$ cat src/hw/cpu_alu_pkg.sv
`default_nettype none

package cpu_alu_pkg;

	typedef enum logic [2:0] {
		ALU_ADD  = 3'd0,
		ALU_SUB  = 3'd1,
		ALU_AND  = 3'd2,
		ALU_OR   = 3'd3,
		ALU_XOR  = 3'd4,
		// passes operand b through and leaves the flags alone
		ALU_PASS = 3'd5
	} alu_op_t;

	localparam int FLAG_W = 4;

	typedef logic [FLAG_W-1:0] flags_t;

	// bit positions inside flags_t
	localparam int FLAG_Z = 0;
	localparam int FLAG_S = 1;
	localparam int FLAG_C = 2;
	localparam int FLAG_V = 3;

endpackage

`default_nettype wire

$ cat src/hw/cpu_isa_pkg.sv
`default_nettype none

package cpu_isa_pkg;

	localparam int WORD_W = 16;
	localparam int REG_IDX_W = 3;
	localparam int REG_COUNT = 8;

	typedef logic [WORD_W-1:0] word_t;
	typedef logic [REG_IDX_W-1:0] reg_idx_t;

	// ########################################################################
	// instruction layout
	// ########################################################################

	// opcode sits in the top nibble
	localparam int OPC_LSB = 12;
	localparam int OPC_W = 4;

	// rd is both destination and first source
	localparam int RD_LSB = 8;
	localparam int RS_LSB = 5;
	localparam int IMM5_W = 5;
	localparam int IMM8_W = 8;

	typedef enum logic [OPC_W-1:0] {
		OP_NOP  = 4'h0,
		OP_ADD  = 4'h1,
		OP_SUB  = 4'h2,
		OP_AND  = 4'h3,
		OP_OR   = 4'h4,
		OP_XOR  = 4'h5,
		OP_ADDI = 4'h6,
		OP_LI   = 4'h7
	} opcode_t;

endpackage

`default_nettype wire

$ cat src/hw/cpu_core.sv
`timescale 1ns/1ns
`default_nettype none

module cpu_core #(
	parameter int IMEM_DEPTH = 256
) (
	input  wire logic                  Clock,
	input  wire logic                  rst_i,
	input  wire logic                  run_i,
	input  wire logic                  imem_we_i,
	input  wire cpu_isa_pkg::word_t    imem_addr_i,
	input  wire cpu_isa_pkg::word_t    imem_data_i,
	output logic                       wb_valid_o,
	output cpu_isa_pkg::reg_idx_t      wb_rd_o,
	output cpu_isa_pkg::word_t         wb_data_o,
	output cpu_alu_pkg::flags_t        flags_o
);
	import cpu_isa_pkg::*;
	import cpu_alu_pkg::*;

	logic f_valid;
	word_t f_instr;

	logic d_valid;
	alu_op_t d_op;
	reg_idx_t d_rd;
	word_t d_a;
	word_t d_b;
	logic d_we;

	logic x_we;
	reg_idx_t x_rd;
	word_t x_result;

	fetch_stage #(
		.IMEM_DEPTH(IMEM_DEPTH)
	) fetch0 (
		.Clock(Clock),
		.rst_i(rst_i),
		.run_i(run_i),
		.imem_we_i(imem_we_i),
		.imem_addr_i(imem_addr_i),
		.imem_data_i(imem_data_i),
		.f_valid_o(f_valid),
		.f_instr_o(f_instr)
	);

	decode_stage decode0 (
		.Clock(Clock),
		.rst_i(rst_i),
		.f_valid_i(f_valid),
		.f_instr_i(f_instr),
		.x_we_i(x_we),
		.x_rd_i(x_rd),
		.x_result_i(x_result),
		.d_valid_o(d_valid),
		.d_op_o(d_op),
		.d_rd_o(d_rd),
		.d_a_o(d_a),
		.d_b_o(d_b),
		.d_we_o(d_we)
	);

	execute_stage execute0 (
		.Clock(Clock),
		.rst_i(rst_i),
		.d_valid_i(d_valid),
		.d_op_i(d_op),
		.d_rd_i(d_rd),
		.d_a_i(d_a),
		.d_b_i(d_b),
		.d_we_i(d_we),
		.x_we_o(x_we),
		.x_rd_o(x_rd),
		.x_result_o(x_result),
		.wb_valid_o(wb_valid_o),
		.wb_rd_o(wb_rd_o),
		.wb_data_o(wb_data_o),
		.flags_o(flags_o)
	);

endmodule

`default_nettype wire

$ cat src/hw/decode_stage.sv
`timescale 1ns/1ns
`default_nettype none

module decode_stage (
	input  wire logic                 Clock,
	input  wire logic                 rst_i,
	input  wire logic                 f_valid_i,
	input  wire cpu_isa_pkg::word_t   f_instr_i,
	input  wire logic                 x_we_i,
	input  wire cpu_isa_pkg::reg_idx_t x_rd_i,
	input  wire cpu_isa_pkg::word_t   x_result_i,
	output logic                      d_valid_o,
	output cpu_alu_pkg::alu_op_t      d_op_o,
	output cpu_isa_pkg::reg_idx_t     d_rd_o,
	output cpu_isa_pkg::word_t        d_a_o,
	output cpu_isa_pkg::word_t        d_b_o,
	output logic                      d_we_o
);
	import cpu_isa_pkg::*;
	import cpu_alu_pkg::*;

	word_t regs [REG_COUNT];

	opcode_t opcode;
	reg_idx_t rd_idx;
	reg_idx_t rs_idx;
	word_t rd_val;
	word_t rs_val;
	word_t imm5_ext;
	word_t imm8_ext;
	alu_op_t op;
	word_t b_sel;
	logic we;

	assign opcode = opcode_t'(f_instr_i[OPC_LSB +: OPC_W]);
	assign rd_idx = f_instr_i[RD_LSB +: REG_IDX_W];
	assign rs_idx = f_instr_i[RS_LSB +: REG_IDX_W];

	assign imm5_ext = {{(WORD_W-IMM5_W){f_instr_i[IMM5_W-1]}}, f_instr_i[IMM5_W-1:0]};
	assign imm8_ext = {{(WORD_W-IMM8_W){f_instr_i[IMM8_W-1]}}, f_instr_i[IMM8_W-1:0]};

	// ########################################################################
	// register file and bypass
	// ########################################################################

	// written at the edge that ends execute
	always_ff @(posedge Clock) begin
		if (rst_i) begin
			for (int i = 0; i < REG_COUNT; i++) begin
				regs[i] <= '0;
			end
		end else if (x_we_i) begin
			regs[x_rd_i] <= x_result_i;
		end
	end

	// only the instruction in execute can be ahead of the file
	assign rd_val = (x_we_i && x_rd_i == rd_idx) ? x_result_i : regs[rd_idx];
	assign rs_val = (x_we_i && x_rd_i == rs_idx) ? x_result_i : regs[rs_idx];

	// ########################################################################
	// opcode decode
	// ########################################################################

	always_comb begin
		op = ALU_PASS;
		b_sel = rs_val;
		we = 1'b1;
		case (opcode)
			OP_ADD:  op = ALU_ADD;
			OP_SUB:  op = ALU_SUB;
			OP_AND:  op = ALU_AND;
			OP_OR:   op = ALU_OR;
			OP_XOR:  op = ALU_XOR;
			OP_ADDI: begin
				op = ALU_ADD;
				b_sel = imm5_ext;
			end
			OP_LI:   b_sel = imm8_ext;
			// NOP and unused codes write nothing
			default: we = 1'b0;
		endcase
	end

	always_ff @(posedge Clock) begin
		if (rst_i) begin
			d_valid_o <= 1'b0;
			d_we_o <= 1'b0;
		end else begin
			d_valid_o <= f_valid_i;
			d_we_o <= f_valid_i & we;
		end
	end

	always_ff @(posedge Clock) begin
		d_op_o <= op;
		d_rd_o <= rd_idx;
		d_a_o <= rd_val;
		d_b_o <= b_sel;
	end

endmodule

`default_nettype wire

$ cat src/hw/execute_stage.sv
`timescale 1ns/1ns
`default_nettype none

module execute_stage (
	input  wire logic                  Clock,
	input  wire logic                  rst_i,
	input  wire logic                  d_valid_i,
	input  wire cpu_alu_pkg::alu_op_t  d_op_i,
	input  wire cpu_isa_pkg::reg_idx_t d_rd_i,
	input  wire cpu_isa_pkg::word_t    d_a_i,
	input  wire cpu_isa_pkg::word_t    d_b_i,
	input  wire logic                  d_we_i,
	output logic                       x_we_o,
	output cpu_isa_pkg::reg_idx_t      x_rd_o,
	output cpu_isa_pkg::word_t         x_result_o,
	output logic                       wb_valid_o,
	output cpu_isa_pkg::reg_idx_t      wb_rd_o,
	output cpu_isa_pkg::word_t         wb_data_o,
	output cpu_alu_pkg::flags_t        flags_o
);
	import cpu_isa_pkg::*;
	import cpu_alu_pkg::*;

	logic sub;
	logic arith;
	word_t b_eff;
	logic [WORD_W:0] sum;
	logic ovf;
	word_t result;
	flags_t flags_nxt;

	// ########################################################################
	// ALU
	// ########################################################################

	// subtract is a + ~b + 1 on the same adder
	assign sub = (d_op_i == ALU_SUB);
	assign arith = (d_op_i == ALU_ADD) || sub;
	assign b_eff = sub ? ~d_b_i : d_b_i;
	assign sum = {1'b0, d_a_i} + {1'b0, b_eff} + {{WORD_W{1'b0}}, sub};

	// signed overflow when both inputs agree in sign and the sum does not
	assign ovf = (d_a_i[WORD_W-1] == b_eff[WORD_W-1]) &&
		(sum[WORD_W-1] != d_a_i[WORD_W-1]);

	always_comb begin
		case (d_op_i)
			ALU_ADD, ALU_SUB: result = sum[WORD_W-1:0];
			ALU_AND:          result = d_a_i & d_b_i;
			ALU_OR:           result = d_a_i | d_b_i;
			ALU_XOR:          result = d_a_i ^ d_b_i;
			default:          result = d_b_i;
		endcase
	end

	always_comb begin
		flags_nxt = '0;
		flags_nxt[FLAG_Z] = (result == '0);
		flags_nxt[FLAG_S] = result[WORD_W-1];
		flags_nxt[FLAG_C] = arith & sum[WORD_W];
		flags_nxt[FLAG_V] = arith & ovf;
	end

	// same-cycle path back to the register file and bypass
	assign x_we_o = d_valid_i & d_we_i;
	assign x_rd_o = d_rd_i;
	assign x_result_o = result;

	always_ff @(posedge Clock) begin
		if (rst_i) begin
			wb_valid_o <= 1'b0;
			flags_o <= '0;
		end else begin
			wb_valid_o <= x_we_o;
			if (d_valid_i && d_op_i != ALU_PASS) begin
				flags_o <= flags_nxt;
			end
		end
	end

	always_ff @(posedge Clock) begin
		wb_rd_o <= d_rd_i;
		wb_data_o <= result;
	end

endmodule

`default_nettype wire

$ cat src/hw/fetch_stage.sv
`timescale 1ns/1ns
`default_nettype none

module fetch_stage #(
	parameter int IMEM_DEPTH = 256
) (
	input  wire logic               Clock,
	input  wire logic               rst_i,
	input  wire logic               run_i,
	input  wire logic               imem_we_i,
	input  wire cpu_isa_pkg::word_t imem_addr_i,
	input  wire cpu_isa_pkg::word_t imem_data_i,
	output logic                    f_valid_o,
	output cpu_isa_pkg::word_t      f_instr_o
);
	import cpu_isa_pkg::*;

	localparam int ADDR_W = $clog2(IMEM_DEPTH);

	word_t imem [IMEM_DEPTH];
	logic [ADDR_W-1:0] pc;

	// ########################################################################
	// instruction memory
	// ########################################################################

	// load port writes one word per cycle while halted
	always_ff @(posedge Clock) begin
		if (imem_we_i) begin
			imem[imem_addr_i[ADDR_W-1:0]] <= imem_data_i;
		end
		if (run_i) begin
			f_instr_o <= imem[pc];
		end
	end

	// ########################################################################
	// program counter
	// ########################################################################

	// pc is ADDR_W bits, so it wraps at IMEM_DEPTH by itself
	always_ff @(posedge Clock) begin
		if (rst_i) begin
			pc <= '0;
			f_valid_o <= 1'b0;
		end else begin
			f_valid_o <= run_i;
			if (run_i) begin
				pc <= pc + 1'b1;
			end
		end
	end

endmodule

`default_nettype wire

$ cat config.mk
export PLATFORM = sky130hd
export DESIGN_NAME = cpu_core
export DESIGN_NICKNAME = d
export VERILOG_FILES = /design/src/hw/cpu_alu_pkg.sv /design/src/hw/cpu_isa_pkg.sv /design/src/hw/cpu_core.sv /design/src/hw/decode_stage.sv /design/src/hw/execute_stage.sv /design/src/hw/fetch_stage.sv
export SDC_FILE = /design/constraint.sdc
export NUM_CORES = 2
export LEC_CHECK = 0
export BUFFER_PORTS_ARGS = -buffer_cell sky130_fd_sc_hd__buf_2
export CELL_PAD_IN_SITES_DETAIL_PLACEMENT = 1
export CELL_PAD_IN_SITES_GLOBAL_PLACEMENT = 1
export CORE_MARGIN = 4
export CORE_UTILIZATION = 55
export DETAILED_ROUTE_END_ITERATION = 7
export PLACE_DENSITY = 0.83
export SLEW_MARGIN = 20
export SYNTH_ARGS = -nofsm -noshare
export SYNTH_HDL_FRONTEND = slang
export SYNTH_MEMORY_MAX_BITS = 65536
export SYNTH_SLANG_ARGS = --single-unit
$ cat constraint.sdc
create_clock -name Clock -period 9.79 [get_ports Clock]
set_input_delay 1.958 -clock Clock [delete_from_list [all_inputs] [get_ports Clock]]
set_output_delay 1.958 -clock Clock [all_outputs]
set_load 0.005 [all_outputs]
Word-level counts from Yosys, hierarchy flattened
Memory sizes are Yosys's and may differ from the RTL's. A register that Yosys moved wholly into a read port is not among the register bits.
Cells that the tools add are included.
Storage, ports and cells
  register bits: 73
  RAM bits: 4224
  input port bits: 36
  output and inout port bits: 24
  logic and storage cells: 69
  memories kept: 2
Operators by class
  $add $sub $neg: 3
  equality and inequality tests: 16
  multiplexer cells: 17
  bitwise logic cells: 8
  reduce and logical (&&, ||, !) cells: 11
Memory list
  fetch0.imem: depth 256, width 16, read ports 1, clocked after memory_dff 1, wr ports 1, line fetch_stage.sv:20  | word_t imem [IMEM_DEPTH];
  decode0.regs: depth 8, width 16, read ports 2, clocked after memory_dff 0, wr ports 8, line decode_stage.sv:22  | word_t regs [REG_COUNT];
Operators with widths (number)
  $mux 16: 4
  $pmux 16 s4: 1
  $pmux 16 s2: 1
  $add 16x16->17: 1
  $add 17x1->17: 1
  $and 16x16->16: 1
  $eq 4x3->1 const B: 4
  $logic_not 16->1: 1
  $not 16->16: 1
  $or 16x16->16: 1
  $reduce_or 16->1: 1
  $xor 16x16->16: 1
  $pmux 3 s5: 1
  $mux 1: 9
  $add 8x1->8 const B: 1
  $eq 4x2->1 const B: 2
  $reduce_or 7->1: 1
  $eq 3x2->1 const B: 2
  $eq 3x3->1: 2
  $and 1x1->1: 4
  $eq 4x1->1 const B: 1
  $logic_and 1x1->1: 4
  $reduce_or 2->1: 2
  $eq 3x1->1 const B: 1
  7 further kinds: 7

Longest topological paths before layout
  word-level depth: 7
  mapped depth: 19
  gate-level depth less buffers: 15

Modules after synthesis
A second synthesis with hierarchy kept.
Second synthesis, totals
  cell total of the unflattened synthesis: 8163
  area, all modules: 169940.5 um^2
By module, submodules not included
  fetch_stage: times used 1, cells each 7268, area each 159031.3 um^2, sequential area each 123658.6 um^2
  decode_stage: times used 1, cells each 548, area each 8137.8 um^2, sequential area each 4644.5 um^2
  execute_stage: times used 1, cells each 347, area each 2771.4 um^2, sequential area each 480.5 um^2

Worst setup path after synthesis
OpenSTA, ideal clock, no wires.
  path type: reg2reg
  start: reg decode0.d_op_o[0]
  end: mem decode0.regs[0][15] (netlist name), data pin
  arrival: 4.398 ns
  path slack: 5.126 ns
  cell stages (with the launch flop): 19
  period minus slack after synthesis: 4.664 ns
  path through: dfxtp_1 -> clkbuf_1 -> clkbuf_1 -> clkbuf_1 -> and2_1 -> clkbuf_1 -> clkbuf_1 -> xnor2_1 -> ha_1 -> and4b_1 -> a221oi_1 -> nor4_1 -> or2_2 -> o211ai_1 -> a211oi_1 -> nand4b_1 -> o311a_1 -> clkbuf_1 -> nor2_1
RTL lines
  start, declared: line decode_stage.sv:13  | output cpu_alu_pkg::alu_op_t d_op_o,
  start signal, assigned: line decode_stage.sv:96  | d_op_o <= op;
  end, declared: line decode_stage.sv:22

==> reports/results.txt <==
Routed Antenna Nets = 0
Post-Syn Area = 158000 um2
DR DRC count = 0
Slew margin rel. = 11.5%
TritonCTS buffer count = 390
Fin Setup TNS = 0 ns
Unique cell type count in the Yosys netlist = 59
Post-synth EDFFs = 3983
Sw Share = 23.1%
Share of the synthesized area in the top cell type = 75.6%
Total of max-cap violations = 0
Hold Path Class = flip-flop to flip-flop
Ys async rst share = 0%
Setup CP Type = flip-flop to flip-flop
Post-synth top area cell = edfxtp_1
Sink Count = 4056
Clock share of power = 41.3%
Worst vdd ir = 224 uV
CTS Buffer Depth = 4
Final nets = 7331
Pwr per Cell Area = 212 nW/um2
Placed Cells = 10600
Gpl congestion = 0.826
Clock skew = 0.0857 ns
Final Hold Fails = 0
Average wire per cell in the routed design = 41.7 um
# resized after CTS = 0
RSZ-0062 raised after global routing = false
Setup-failing EPs final = 0
Initial antenna violation count = 47
Fraction of layout cells with a size suffix above 1 = 30.8%
Final worst path period share = 54.9%
Detail Placement HPWL = 234 mm
Fmax achieved = 186 MHz
Clock Latency Late Sink = 1.00 ns
Routed WL = 473 mm
Post-CTS Setup Inserts = 0
Syn_area_per_cell = 23.2 um2
Initial Util = 55.4%
Post-synthesis sequential area ratio = 76.5%
Global-route wire length before repair = 666 mm
DR vias/cell = 7.12
Tightest Pin Transition = 1.33 ns
Die Ht = 544 um
Synth-to-layout area growth = 12.3%
Via count = 80800
IO Count = 60
CTS tree = yes
Combinational power share = 7.6%
CP max-delay cell = dfxtp_4
Net Count, Synth = 6917
Crit. End Element = flip-flop
Hold_buf cts = 0
DRT Pass-1 Iters = 6
Die width = 544 um
NetSw = 0.00871 W
Crit Path Max Fanout = 52
Min cycle time layout = 5.37 ns
P_leak = 54.7 nW
Worst path cell trace = buf_4 > buf_4 > mux4_2 > mux4_2 > mux2i_1 > o21ai_0 > o21ai_0 > nor2_1
Sequential power share = 51.1%
Startpoint class of the critical path = flip-flop
Site Rows = 196
Top_reg_cell synth = edfxtp_1
WP data required = 10.51 ns
Cells after synthesis = 6829
Final worst setup slack = 4.42 ns
Clock transition at the registers of the reported paths = 0.07 ns
Crit path DAT = 6.09 ns
Total Power = 0.0377 W
Total gr overflow = 0
Top-count cell post-synth = edfxtp_1
Outcome = complete, no violations
Total GRT Usage = 32.2%
Internal power = 0.0289 W
Number of global-route vias before repair = 83600
Final Max Tran Viols = 0
Most instantiated cells after synthesis = edfxtp_1, mux4_2, nor2_1
Min-Delay Path Depth = 2
Root Buffer = clkbuf_16
Finished Layout Cells = 11400
Seq cells post-synth = 4056
Iteration-0 DRC Markers = 14500
Top cells by area, synth = edfxtp_1, mux4_2, nor2_1
Worst-case reg-to-reg path depth = 8
Fillcell total = 22500
Largest net degree at the start of global routing = 162
R2R setup slack = 4.42 ns
Port Buffers = 50
Die area = 296000 um2
H-tree levels = 5
Slowest stage delay, CP = 1.01 ns
Pre-CTS WS = 4.30 ns
Core Region = 286000 um2
Syn. warnings = 0
==> cell usage in the layout (no fill, tap or decap), drive strengths merged, types with 58 or more instances in the layout <==
| cell | n |
|---|---|
| edfxtp | 3983 |
| buf | 411 |
| clkinv | 151 |
| nor2 | 440 |
| dfxtp | 73 |
| mux4 | 1325 |
| inv | 80 |
| clkbuf | 489 |
| a21oi | 58 |
| nand2 | 79 |
==> per-layer routing <==
layer / up-vias / part of all wire, % / GRT usage, %
met5: - / 0.048 / 0
met2: 7335 / 49 / 51.4
li1: 29800 / - / -
met1: 42200 / 33 / 42.2
met3: 1452 / 12 / 7.10
met4: 32 / 6.2 / 16.9
==> path summary, 6_finish.rpt <==
kind / from / endpoint
setup / recovery: fetch0.pc[1] / fetch0.f_instr_o[1]
hold / removal: execute0.flags_o[2] / execute0.flags_o[2]
setup reg to reg: fetch0.pc[1] / fetch0.f_instr_o[1]
hold reg to reg: execute0.flags_o[2] / execute0.flags_o[2]
==> logic make-up after synthesis <==
logic type | synth area share, %
simple gates | 1.77
compound gates | 0.786
buf+inv | 1.20
fa+ha+maj | 0.416
flops | 76.5
xor+xnor | 0.199
mux | 19.1
==> flip-flops by register name, indices dropped and copies added, names as in the netlist <==
| register | cells |
|---|---|
| execute0.flags_o | 4 |
| decode0.d_valid_o | 1 |
| decode0.d_rd_o | 3 |
| execute0.wb_data_o | 16 |
| fetch0.f_valid_o | 1 |
| decode0.regs | 128 |
| fetch0.f_instr_o | 15 |
| fetch0.pc | 8 |
| decode0.d_a_o | 16 |
| decode0.d_op_o | 3 |
| decode0.d_we_o | 1 |
| execute0.wb_valid_o | 1 |
| decode0.d_b_o | 16 |
| fetch0.imem | 3840 |
| execute0.wb_rd_o | 3 |
==> final cells by class <==
class	count	area [um2]	area share [%]
Antenna cell	41	103	0.0577
Clock buffer	477	10300	5.77
Clock inverter	224	2400	1.35
Inverter	60	228	0.128
Multi-Input combinational cell	2312	35300	19.9
Sequential cell	4056	121000	68.1
Tap cell	3762	4710	2.65
Timing Repair Buffer	423	3590	2.02
==> metrics by stage <==
step / hold WS (ns) / cell area, um2 / util (%)
2_1_floorplan: 0.329 / 158000 / -
4_1_cts: 0.465 / 177000 / 62.0
6_report: 0.464 / 178000 / 62.2
3_5_place_dp: 0.456 / 165000 / 57.6
5_1_grt: 0.486 / 178000 / 62.2
3_3_place_gp: 0.444 / 165000 / 57.6
==> critical path, delay by kind of cell, from the launching register on <==
family                 cells  cell delay (ns)
and+or+nand+nor            1             0.11
muxes                      3             1.22
AOI/OAI and AO/OA          2             1.09
buffers and inverters      2             1.49
DFF                        1             1.01
==> power by group through the flow <==
stage          Sequential [W]  Clock, W  Combinational [W]
2_1_floorplan          0.0196         0            0.00171
3_3_place_gp           0.0196         0            0.00258
3_5_place_dp           0.0196         0            0.00270
4_1_cts                0.0193    0.0156            0.00281
5_1_grt                0.0193    0.0164            0.00299
6_report               0.0193    0.0155            0.00286
(Power assumes the default switching activity.)
